--- config.mk ---
export PLATFORM = sky130hd
export DESIGN_NAME = instr_pipe_top
export DESIGN_NICKNAME = d
export VERILOG_FILES = /design/src/design/isa_pkg.sv /design/src/design/queue_pkg.sv /design/src/design/sram_1r1w.sv /design/src/design/sync_fifo.sv /design/src/design/decode_stage.sv /design/src/design/execute_stage.sv /design/src/design/result_stage.sv /design/src/design/instr_pipe_top.sv
export SDC_FILE = /design/constraint.sdc
export NUM_CORES = 1
export LEC_CHECK = 0
export BUFFER_PORTS_ARGS = -buffer_cell sky130_fd_sc_hd__buf_2
export CAP_MARGIN = 20
export CORE_MARGIN = 2
export CORE_UTILIZATION = 40
export DETAILED_ROUTE_END_ITERATION = 10
export PLACE_DENSITY = 0.63
export SYNTH_ARGS = -nofsm -noshare
export SYNTH_HDL_FRONTEND = slang
export SYNTH_HIERARCHICAL = 1
export SYNTH_SLANG_ARGS = --single-unit
--- constraint.sdc ---
create_clock -name clk -period 21.3 [get_ports clk]
set_input_delay 3.195 -clock clk [delete_from_list [all_inputs] [get_ports clk]]
set_output_delay 3.195 -clock clk [all_outputs]
set_load 0.05 [all_outputs]
--- src/design/isa_pkg.sv ---
/*
 * Instruction set definitions for the in-order pipeline.
 * Holds the 16-bit instruction format, the opcodes and the
 * widths of register indices, data values and immediates.
 */
`default_nettype none

package isa_pkg;

	// Architectural register count
	localparam int NUM_REGS = 16;

	// Bit positions of the instruction fields
	localparam int OPCODE_MSB = 15;
	localparam int OPCODE_LSB = 12;
	localparam int RD_MSB     = 11;
	localparam int RD_LSB     = 8;
	localparam int RA_MSB     = 7;
	localparam int RA_LSB     = 4;
	localparam int RB_MSB     = 3;
	localparam int RB_LSB     = 0;
	// The immediate overlays the ra and rb fields
	localparam int IMM_MSB    = 7;
	localparam int IMM_LSB    = 0;

	typedef logic [15:0] instr_t;
	typedef logic [3:0]  reg_idx_t;
	typedef logic [15:0] data_t;
	typedef logic [7:0]  imm_t;

	// Shifts take their amount from the low 4 bits of rb's value
	typedef enum logic [3:0] {
		OP_ADD = 4'd0,
		OP_SUB = 4'd1,
		OP_AND = 4'd2,
		OP_OR  = 4'd3,
		OP_XOR = 4'd4,
		OP_SHL = 4'd5,
		OP_SHR = 4'd6,
		OP_LI  = 4'd7
	} opcode_t;

endpackage

`default_nettype wire

--- src/design/queue_pkg.sv ---
/*
 * Sizing of the instruction queue that sits in front of decode.
 */
`default_nettype none

package queue_pkg;

	// Number of instruction words the queue can hold
	localparam int QUEUE_DEPTH = 8;

	// Must cover QUEUE_DEPTH entries
	localparam int QUEUE_ADDR_WIDTH = 3;

	// Almost full rises once the count reaches QUEUE_DEPTH minus this value,
	// leaving the source two cycles of slack
	localparam int QUEUE_AF_THRESHOLD = 2;

endpackage

`default_nettype wire

--- src/design/sram_1r1w.sv ---
/*
 * Storage array with one write port and one registered read port.
 * A read of the address being written returns the new value.
 */
`timescale 1ns/1ps
`default_nettype none

module sram_1r1w #(
	parameter int WIDTH = 16,
	parameter int NUM_ENTRIES = 8,
	parameter int ADDR_WIDTH = 3
) (
	input wire clk,
	input wire [ADDR_WIDTH-1:0] rd_addr_i,
	output logic [WIDTH-1:0] rd_data_o,
	input wire [ADDR_WIDTH-1:0] wr_addr_i,
	input wire [WIDTH-1:0] wr_data_i,
	input wire wr_enable_i
);

	logic [WIDTH-1:0] mem [NUM_ENTRIES];

	always_ff @(posedge clk)
	begin
		if (wr_enable_i)
			mem[wr_addr_i] <= wr_data_i;

		// Forward the write data so a word pushed into an empty queue
		// is visible at the head right after the edge
		if (wr_enable_i && wr_addr_i == rd_addr_i)
			rd_data_o <= wr_data_i;
		else
			rd_data_o <= mem[rd_addr_i];
	end

endmodule

`default_nettype wire

--- src/design/sync_fifo.sv ---
/*
 * Synchronous FIFO used as the instruction queue.
 * Circular head and tail pointers with an entry count, registered
 * full, almost-full and empty flags, and a flush that empties it.
 */
`timescale 1ns/1ps
`default_nettype none

module sync_fifo #(
	parameter int WIDTH = 16,
	parameter int NUM_ENTRIES = 8,
	parameter int ADDR_WIDTH = 3,
	parameter int ALMOST_FULL_THRESHOLD = 2
) (
	input wire clk,
	input wire reset,
	input wire flush_i,
	input wire enqueue_i,
	input wire [WIDTH-1:0] value_i,
	input wire dequeue_i,
	output logic [WIDTH-1:0] value_o,
	output logic full_o,
	output logic almost_full_o,
	output logic empty_o
);

	logic [ADDR_WIDTH-1:0] head_ff;
	logic [ADDR_WIDTH-1:0] head_nxt;
	logic [ADDR_WIDTH-1:0] tail_ff;
	logic [ADDR_WIDTH-1:0] tail_nxt;
	// One extra bit so the count can reach NUM_ENTRIES
	logic [ADDR_WIDTH:0] count_ff;
	logic [ADDR_WIDTH:0] count_nxt;

	// The array is read at the next head, so the word at the head is
	// already in value_o on the cycle after any pointer move
	sram_1r1w #(
		.WIDTH(WIDTH),
		.NUM_ENTRIES(NUM_ENTRIES),
		.ADDR_WIDTH(ADDR_WIDTH)
	) fifo_data (
		.clk(clk),
		.rd_addr_i(head_nxt),
		.rd_data_o(value_o),
		.wr_addr_i(tail_ff),
		.wr_data_i(value_i),
		.wr_enable_i(enqueue_i)
	);

	always_comb
	begin
		head_nxt = head_ff;
		tail_nxt = tail_ff;
		count_nxt = count_ff;

		if (flush_i)
		begin
			// Drops every queued word, including one pushed on this edge
			head_nxt = '0;
			tail_nxt = '0;
			count_nxt = '0;
		end
		else
		begin
			// Pointers wrap at the last entry, so the depth need not be a power of two
			if (enqueue_i)
				tail_nxt = (tail_ff == ADDR_WIDTH'(NUM_ENTRIES - 1)) ? '0 : tail_ff + 1'b1;

			if (dequeue_i)
				head_nxt = (head_ff == ADDR_WIDTH'(NUM_ENTRIES - 1)) ? '0 : head_ff + 1'b1;

			// A push and a pop together leave the count unchanged
			if (enqueue_i && !dequeue_i)
				count_nxt = count_ff + 1'b1;
			else if (dequeue_i && !enqueue_i)
				count_nxt = count_ff - 1'b1;
		end
	end

	always_ff @(posedge clk or posedge reset)
	begin
		if (reset)
		begin
			head_ff <= '0;
			tail_ff <= '0;
			count_ff <= '0;
			full_o <= 1'b0;
			almost_full_o <= 1'b0;
			empty_o <= 1'b1;
		end
		else
		begin
			head_ff <= head_nxt;
			tail_ff <= tail_nxt;
			count_ff <= count_nxt;
			// Flags follow the count they will describe after this edge
			full_o <= (count_nxt == (ADDR_WIDTH + 1)'(NUM_ENTRIES));
			almost_full_o <= (count_nxt >=
				(ADDR_WIDTH + 1)'(NUM_ENTRIES - ALMOST_FULL_THRESHOLD));
			empty_o <= (count_nxt == '0);
		end
	end

endmodule

`default_nettype wire

--- src/design/decode_stage.sv ---
/*
 * Decode stage. Takes the word at the queue head, splits its fields,
 * reads the source registers and holds off while an older instruction
 * still owes a write to one of them.
 */
`timescale 1ns/1ps
`default_nettype none

module decode_stage import isa_pkg::*; (
	input wire clk,
	input wire reset,
	input wire queue_empty_i,
	input wire instr_t instr_i,
	output logic dequeue_o,
	output reg_idx_t rd_addr_a_o,
	output reg_idx_t rd_addr_b_o,
	input wire data_t rd_data_a_i,
	input wire data_t rd_data_b_i,
	input wire ex_busy_i,
	input wire reg_idx_t ex_rd_i,
	output logic dec_valid_o,
	output opcode_t dec_op_o,
	output reg_idx_t dec_rd_o,
	output data_t dec_a_o,
	output data_t dec_b_o
);

	opcode_t op;
	imm_t imm;
	logic hazard_a;
	logic hazard_b;
	logic stall;

	assign op = opcode_t'(instr_i[OPCODE_MSB:OPCODE_LSB]);
	assign imm = instr_i[IMM_MSB:IMM_LSB];
	assign rd_addr_a_o = instr_i[RA_MSB:RA_LSB];
	assign rd_addr_b_o = instr_i[RB_MSB:RB_LSB];

	// Pending writers are our own output register and the execute register.
	// The result stage writes on the edge, so the file is current after it.
	assign hazard_a = (dec_valid_o && dec_rd_o == rd_addr_a_o) ||
		(ex_busy_i && ex_rd_i == rd_addr_a_o);
	assign hazard_b = (dec_valid_o && dec_rd_o == rd_addr_b_o) ||
		(ex_busy_i && ex_rd_i == rd_addr_b_o);

	// Load immediate has no source registers and never waits
	assign stall = (op != OP_LI) && (hazard_a || hazard_b);
	assign dequeue_o = !queue_empty_i && !stall;

	always_ff @(posedge clk or posedge reset)
	begin
		if (reset)
			dec_valid_o <= 1'b0;
		else
			dec_valid_o <= dequeue_o;
	end

	always_ff @(posedge clk)
	begin
		if (dequeue_o)
		begin
			dec_op_o <= op;
			dec_rd_o <= instr_i[RD_MSB:RD_LSB];
			dec_a_o <= rd_data_a_i;
			// Immediate goes through as operand b, zero-extended
			dec_b_o <= (op == OP_LI) ? data_t'(imm) : rd_data_b_i;
		end
	end

endmodule

`default_nettype wire

--- src/design/execute_stage.sv ---
/*
 * Execute stage. Runs the ALU on the decoded operands and registers
 * the result with its destination register.
 */
`timescale 1ns/1ps
`default_nettype none

module execute_stage import isa_pkg::*; (
	input wire clk,
	input wire reset,
	input wire dec_valid_i,
	input wire opcode_t dec_op_i,
	input wire reg_idx_t dec_rd_i,
	input wire data_t dec_a_i,
	input wire data_t dec_b_i,
	output logic ex_valid_o,
	output reg_idx_t ex_rd_o,
	output data_t ex_result_o
);

	data_t alu_result;

	always_comb
	begin
		case (dec_op_i)
			OP_ADD: alu_result = dec_a_i + dec_b_i;
			OP_SUB: alu_result = dec_a_i - dec_b_i;
			OP_AND: alu_result = dec_a_i & dec_b_i;
			OP_OR: alu_result = dec_a_i | dec_b_i;
			OP_XOR: alu_result = dec_a_i ^ dec_b_i;
			// Shift amount is the low nibble of operand b, logical in both directions
			OP_SHL: alu_result = dec_a_i << dec_b_i[3:0];
			OP_SHR: alu_result = dec_a_i >> dec_b_i[3:0];
			// Decode already placed the extended immediate in operand b
			OP_LI: alu_result = dec_b_i;
			default: alu_result = '0;
		endcase
	end

	always_ff @(posedge clk or posedge reset)
	begin
		if (reset)
			ex_valid_o <= 1'b0;
		else
			ex_valid_o <= dec_valid_i;
	end

	always_ff @(posedge clk)
	begin
		if (dec_valid_i)
		begin
			ex_rd_o <= dec_rd_i;
			ex_result_o <= alu_result;
		end
	end

endmodule

`default_nettype wire

--- src/design/result_stage.sv ---
/*
 * Result stage. Owns the register file, writes back each executed
 * result and presents it as a one-cycle retire pulse.
 */
`timescale 1ns/1ps
`default_nettype none

module result_stage import isa_pkg::*; (
	input wire clk,
	input wire reset,
	input wire ex_valid_i,
	input wire reg_idx_t ex_rd_i,
	input wire data_t ex_result_i,
	input wire reg_idx_t rd_addr_a_i,
	input wire reg_idx_t rd_addr_b_i,
	output data_t rd_data_a_o,
	output data_t rd_data_b_o,
	output logic result_valid_o,
	output reg_idx_t result_rd_o,
	output data_t result_data_o
);

	data_t regs [NUM_REGS];

	// Decode reads both operands combinationally
	assign rd_data_a_o = regs[rd_addr_a_i];
	assign rd_data_b_o = regs[rd_addr_b_i];

	// Programs start from an all-zero register file
	always_ff @(posedge clk or posedge reset)
	begin
		if (reset)
		begin
			for (int i = 0; i < NUM_REGS; i++)
				regs[i] <= '0;
		end
		else if (ex_valid_i)
			regs[ex_rd_i] <= ex_result_i;
	end

	always_ff @(posedge clk or posedge reset)
	begin
		if (reset)
			result_valid_o <= 1'b0;
		else
			result_valid_o <= ex_valid_i;
	end

	// Retired value is shown on the same edge the register file takes it
	always_ff @(posedge clk)
	begin
		if (ex_valid_i)
		begin
			result_rd_o <= ex_rd_i;
			result_data_o <= ex_result_i;
		end
	end

endmodule

`default_nettype wire

--- src/design/instr_pipe_top.sv ---
/*
 * Top level of the in-order instruction pipeline.
 * Queue, decode, execute and result stages in a row.
 */
`timescale 1ns/1ps
`default_nettype none

module instr_pipe_top import isa_pkg::*, queue_pkg::*; (
	input wire clk,
	input wire reset,
	input wire flush_i,
	input wire enqueue_i,
	input wire instr_t instr_i,
	output logic full_o,
	output logic almost_full_o,
	output logic result_valid_o,
	output reg_idx_t result_rd_o,
	output data_t result_data_o
);

	instr_t head_instr;
	logic queue_empty;
	logic dequeue;
	reg_idx_t rd_addr_a;
	reg_idx_t rd_addr_b;
	data_t rd_data_a;
	data_t rd_data_b;
	logic dec_valid;
	opcode_t dec_op;
	reg_idx_t dec_rd;
	data_t dec_a;
	data_t dec_b;
	logic ex_valid;
	reg_idx_t ex_rd;
	data_t ex_result;

	sync_fifo #(
		.WIDTH($bits(instr_t)),
		.NUM_ENTRIES(QUEUE_DEPTH),
		.ADDR_WIDTH(QUEUE_ADDR_WIDTH),
		.ALMOST_FULL_THRESHOLD(QUEUE_AF_THRESHOLD)
	) instr_queue (
		.clk(clk),
		.reset(reset),
		.flush_i(flush_i),
		.enqueue_i(enqueue_i),
		.value_i(instr_i),
		.dequeue_i(dequeue),
		.value_o(head_instr),
		.full_o(full_o),
		.almost_full_o(almost_full_o),
		.empty_o(queue_empty)
	);

	decode_stage decode (
		.clk(clk),
		.reset(reset),
		.queue_empty_i(queue_empty),
		.instr_i(head_instr),
		.dequeue_o(dequeue),
		.rd_addr_a_o(rd_addr_a),
		.rd_addr_b_o(rd_addr_b),
		.rd_data_a_i(rd_data_a),
		.rd_data_b_i(rd_data_b),
		// The execute register's valid marks its destination as busy
		.ex_busy_i(ex_valid),
		.ex_rd_i(ex_rd),
		.dec_valid_o(dec_valid),
		.dec_op_o(dec_op),
		.dec_rd_o(dec_rd),
		.dec_a_o(dec_a),
		.dec_b_o(dec_b)
	);

	execute_stage execute (
		.clk(clk),
		.reset(reset),
		.dec_valid_i(dec_valid),
		.dec_op_i(dec_op),
		.dec_rd_i(dec_rd),
		.dec_a_i(dec_a),
		.dec_b_i(dec_b),
		.ex_valid_o(ex_valid),
		.ex_rd_o(ex_rd),
		.ex_result_o(ex_result)
	);

	result_stage result (
		.clk(clk),
		.reset(reset),
		.ex_valid_i(ex_valid),
		.ex_rd_i(ex_rd),
		.ex_result_i(ex_result),
		.rd_addr_a_i(rd_addr_a),
		.rd_addr_b_i(rd_addr_b),
		.rd_data_a_o(rd_data_a),
		.rd_data_b_o(rd_data_b),
		.result_valid_o(result_valid_o),
		.result_rd_o(result_rd_o),
		.result_data_o(result_data_o)
	);

endmodule

`default_nettype wire

Yosys cells after proc, flatten, opt, wreduce, memory -nomap -nowiden
Memory sizes are Yosys's and may differ from the RTL's. A register that Yosys moved wholly into a read port is not among the register bits.
Index checks and enable logic that the tools add are counted.
{"block": "op_classes", "add_sub_neg": 6, "n_lt_le_gt_ge": 5, "eq_ne": 16, "shift": 2, "muxes": 22, "bitwise_logic": 6, "reduce_logical": 19}
{"operator": "$bwmux 256", "count": 1}
{"operator": "$bmux 16 s4", "count": 2}
{"operator": "$pmux 16 s8", "count": 1}
{"operator": "$mux 16", "count": 5}
{"operator": "$demux 16 s4", "count": 1}
{"operator": "$eq 4x3->1 const B", "count": 5}
{"operator": "$mux 3", "count": 6}
{"operator": "$add 16x16->16", "count": 1}
{"operator": "$and 16x16->16", "count": 1}
{"operator": "$eq 4x4->1", "count": 4}
{"operator": "$or 16x16->16", "count": 1}
{"operator": "$shl 16x4->16", "count": 1}
{"operator": "$shr 16x4->16", "count": 1}
{"operator": "$sub 16x16->16", "count": 1}
{"operator": "$xor 16x16->16", "count": 1}
{"operator": "$ge 5x5->1 const B", "count": 3}
{"operator": "$not 4->5", "count": 3}
{"operator": "$mux 4", "count": 3}
{"operator": "$logic_and 1x1->1", "count": 9}
{"operator": "$eq 4x2->1 const B", "count": 2}
{"operator": "$logic_not 4->1", "count": 2}
{"operator": "$mux 8", "count": 1}
{"operator": "$add 3x1->3 const B", "count": 2}
{"operator": "$eq 3x3->1 const B", "count": 2}
{"operator": "11 further kinds", "count": 17}
{"block": "totals", "ff_bits": 352, "ram_bits": 128, "inputBits": 20, "word_cells": 111, "n_memories": 1}
{"memory": "instr_queue.fifo_data.mem", "depth": 8, "width": 16, "rd": 1, "rd_clocked_by_memory_dff": 1, "wr": 1, "line": "sram_1r1w.sv:21", "rtl": "logic [WIDTH-1:0] mem [NUM_ENTRIES];"}

Longest topological paths before layout
{"block": "logic_depth", "depth_word": 12, "mapped_depth": 17, "mapped_depth_nobuf": 13}

Hierarchy
Netlist, hierarchy kept.
{"module": "result_stage", "instances": 1, "cells_each": 870, "area_per_inst_um2": 13944.6, "seq_area_each_um2": 7031.7}
{"module": "sram_1r1w", "instances": 1, "cells_each": 201, "area_per_inst_um2": 5033.6, "seq_area_each_um2": 3903.7}
{"module": "execute_stage", "instances": 1, "cells_each": 502, "area_per_inst_um2": 4082.7, "seq_area_each_um2": 625.6}
{"module": "decode_stage", "instances": 1, "cells_each": 91, "area_per_inst_um2": 1677.9, "seq_area_each_um2": 1226.2}
{"module": "sync_fifo", "instances": 1, "cells_each": 73, "area_per_inst_um2": 754.5, "seq_area_each_um2": 326.6}

Worst setup path before layout
Ideal clock, no wire load.
{"block": "synth_path", "path_type": "input port to flip-flop", "start": "in enqueue_i", "end": "mem instr_queue.fifo_data.mem[0][0] (enable)", "t_arrival_ns": 4.423, "required_ns": 20.891, "path_slack_ns": 16.468, "stages": 2, "path_buffers": 0, "path_cell_list": "nand2b_1 nor3_1"}
{"block": "synth_via", "elab_chain_cells": 2}
{"element": "from (decl)", "line": "instr_pipe_top.sv:12", "rtl": "input wire enqueue_i,"}
{"element": "$mux 1", "line": "sram_1r1w.sv:25", "rtl": "if (wr_enable_i)"}
{"element": "$mux 1 (implied by the code)", "line": "sram_1r1w.sv:26", "rtl": "mem[wr_addr_i] <= wr_data_i;"}
{"element": "to (decl)", "line": "sram_1r1w.sv:21"}
Every way passes these cells.

==> results.md <==
* GRT Overall Usage at 20.7%
* Fmax at 214 MHz
* # hold bufs at CTS at 0
* WL/cell at 25.7 um
* Clock slew at reported path FFs at 0.06 ns
* Synthesis-to-finish area growth at 11.0%
* Final min period at 4.66 ns
* Cell area after synthesis at 25500 sq um
* First-pass GRT wire length at 103000 um
* Core area at 63100 sq um
* RePlAce Congestion at 0.900
* HP Class: flop to flop
* Largest family of logic cells by synthesized area: multiplexers
* Largest net degree at the start of global routing at 100
* Clock Skews at 0.0138 ns
* DRC viols at 0
* Number of I/O port buffers at 42
* #FFs+latches synth at 483
* Die width at 256 um
* # nets final at 1828
* Worst reg-to-reg path cell count at 12
* Initial core utilization at 40.4%
* Max-slew violations at 0
* Commonest non-fill, non-tap cells in the layout: 271 x dfrtp_1, 259 x mux2_2, 208 x edfxtp_1
* Hold Startpoint: result/regs[50]
* Power per cell area at 176 nW/um^2
* Unrepaired setup endpoints after global routing: false
* Status: completed
* Hold Path End: result/regs[50]
* Crit path largest cell delay at 0.99 ns
* Gr ovfl total at 0
* Pwr Total at 4.97 mW
* DP HPWL at 42200 um
* DR vias at 15900
* # setup viols final at 0
* Setup TNS at 0 ns
* Share of layout cells above drive strength 1 at 34.7%
* Max rail drop VDD at 94.6 uV
* Synth Flop Type: dfrtp_1
* # rows at 92
* Die Y at 256 um
* Unique masters post-synth at 89
* Ant diodes at 0
* Setup CP Type: flop to flop
* Fin crit share at 21.9%
* Root buffer cell: clkbuf_16
* Number of global-route vias before repair at 16300
* Max-cap violation count at 0
* Mux share of post-synthesis cell area at 29.1%
* Residual antenna-violating net count after detailed routing at 0
* Detailed Route Iter0 Violations at 1533
* Least-Margin Pin Slew at 1.03 ns
* Avg Cell Area, Syn at 14.7 sq um
* Total CTS buffers at 51
* Register area share after synthesis at 51.4%
* CP max FO at 54
* Cell depth of the worst hold path at 1
* Most common cell after layout, fill and taps aside: dfrtp_1
* Synth Net Count at 1813
* Post-CTS resize count at 0
* CP max stage cell: dfxtp_2
* Worst setup SP type: flop
* Final Hold Vio Count at 0
* CP endpoint kind: flop
* Synth Area in XOR/XNOR at 1.61%
* Critical Path, Cell by Cell: mux4_1 > mux2_4 > xnor2_1 > nand4_1 > a21oi_1 > a311oi_4 > buf_4 > and4b_1 > a32oi_1 > mux2i_2 > inv_2 > nor3_2
* Max Root-Sink Buffers at 3
* Post-Route WL at 67800 um
* Synth Area in Compound Gates at 6.66%
* WP data arrival at 5.20 ns
* Clock Sink Count at 483
* Initial antenna violation count at 2
* Ys Warns at 6
* Leakage at 11.2 nW
* CTS HTree Levels at 2
* First drt pass iteration count at 6
* Post-synth EDFFs at 208
* Post-CTS Setup Inserts at 0
* Worst slew margin at 31.0%
* Clock latency on the worst-skew pair at 0.62 ns
* FF-to-FF setup slack at 16.64 ns
* Simple-gate share of the synthesized area at 5.08%
* CTS tree: done
* Worst Path Required at 21.84 ns
* Adder-Cell Fraction of Synth Area at 2.78%
* DIE AREA at 65800 sq um
* Post-synthesis async set-or-reset flop share at 56.3%
* Synth Instances at 1737
* Routed vias/inst at 6.02
* I/O pin cnt at 43
* FF-to-FF End: instr_queue/empty_o
worst max-delay path by stage:
stage / slack (ns) / cells past startpoint / startpoint / end
6_report: 16.64 / 12 / flop / instr_queue/empty_o
3_5_place_dp: 16.29 / 3 / reset / result/regs[100]
2_1_floorplan: 11.03 / 1 / reset / result/regs[0]
3_3_place_gp: 16.37 / 3 / reset / result/regs[112]
5_1_grt: 16.31 / 12 / flop / instr_queue/empty_o
4_1_cts: 16.55 / 12 / flop / instr_queue/empty_o
critical path: cells and delay by family (launching register included):
kind                   cells  cell delay, ns
multiplexers               3            1.52
flip-flops                 1            0.99
buffers and inverters      2            0.68
AO/OA/AOI/OAI              3            0.56
AND/OR/NAND/NOR            3            0.54
XOR/XNOR                   1            0.22
cells by family (layout without fill, tap and decap cells):
group / after synthesis / count (layout)
mux: 485 / 485
compound gates: 240 / 240
simple gates: 252 / 252
buf+inv: 175 / 231
fa+ha+maj: 56 / 56
xor+xnor: 46 / 46
flops: 483 / 483
cell usage after synthesis, drive strengths merged (6+ instances only):
master,n,share of area [%]
nand2b,18,0.47
a211oi,13,0.38
nand4,8,0.20
nor2,72,1.1
mux2,292,13
mux4,163,15
nor3,17,0.46
a21oi,44,0.86
a22oi,75,2.2
xnor2,37,1.3
nor2b,12,0.30
xor2,9,0.31
a21o,6,0.18
mux2i,30,1.3
and2,17,0.46
ha,55,2.7
or3,10,0.25
o211ai,11,0.32
a31oi,6,0.15
o21ai,31,0.62
buf,93,2.1
o221ai,6,0.21
a2bb2oi,6,0.23
nand2,75,1.1
inv,46,0.68
edfxtp,208,25
a221oi,7,0.27
clkbuf,36,0.53
dfrtp,271,27
sequential cells by signal, summed over array words and instances, names as in the netlist, named ones only:
signal,cells
instr_queue/fifo_data/mem,128
instr_queue/full_o,1
execute/ex_result_o,16
instr_queue/head_ff,3
decode/dec_b_o,16
execute/ex_valid_o,1
decode/dec_a_o,16
instr_queue/empty_o,1
decode/dec_valid_o,1
decode/dec_op_o,4
decode/dec_rd_o,4
instr_queue/almost_full_o,1
instr_queue/tail_ff,3
execute/ex_rd_o,4
result/result_rd_o,4
result/result_valid_o,1
instr_queue/count_ff,4
result/regs,256
result/result_data_o,16
where the power goes:
group          leakage [nW]  switching (mW)  internal, mW  total [mW]
Combinational          4.93            1.23          1.06        2.29
Clock                 0.852           0.380         0.534       0.914
Sequential             5.44           0.392          1.37        1.76
Total                  11.2            2.00          2.96        4.97
metrics by stage:
stage	hold WS (ns)	util, %	worst slack (ns)	cell area (sq um)	cells
after floorplan	0.476	-	11.03	25500	1737
after global placement	0.489	42.0	16.37	26500	2543
after detailed placement	0.504	42.0	16.29	26500	2543
after CTS	0.517	44.8	16.55	28200	2637
after global routing	0.540	44.9	16.31	28300	2639
final	0.518	44.9	16.64	28300	2639
routing by layer:
| metal | wire (um) | GRT usage, % | part of all wire, % | vias up |
|---|---|---|---|---|
| li1 | - | - | - | 6777 |
| met1 | 28800 | 28.1 | 43 | 8383 |
| met2 | 31700 | 32.8 | 47 | 575 |
| met3 | 4610 | 3.99 | 6.8 | 142 |
| met4 | 2640 | 8.24 | 3.9 | 4 |
| met5 | 26 | 0 | 0.038 | - |
final cells by class:
class,instances,area [sq um]
clock inverters,24,308
fillers,5569,34800
inverters,46,180
flip-flops and latches,483,13100
clock buffers,70,1430
multi-input cells,1079,11600
well taps,846,1060
repair buffers,91,618
(Power assumes the default switching activity.)
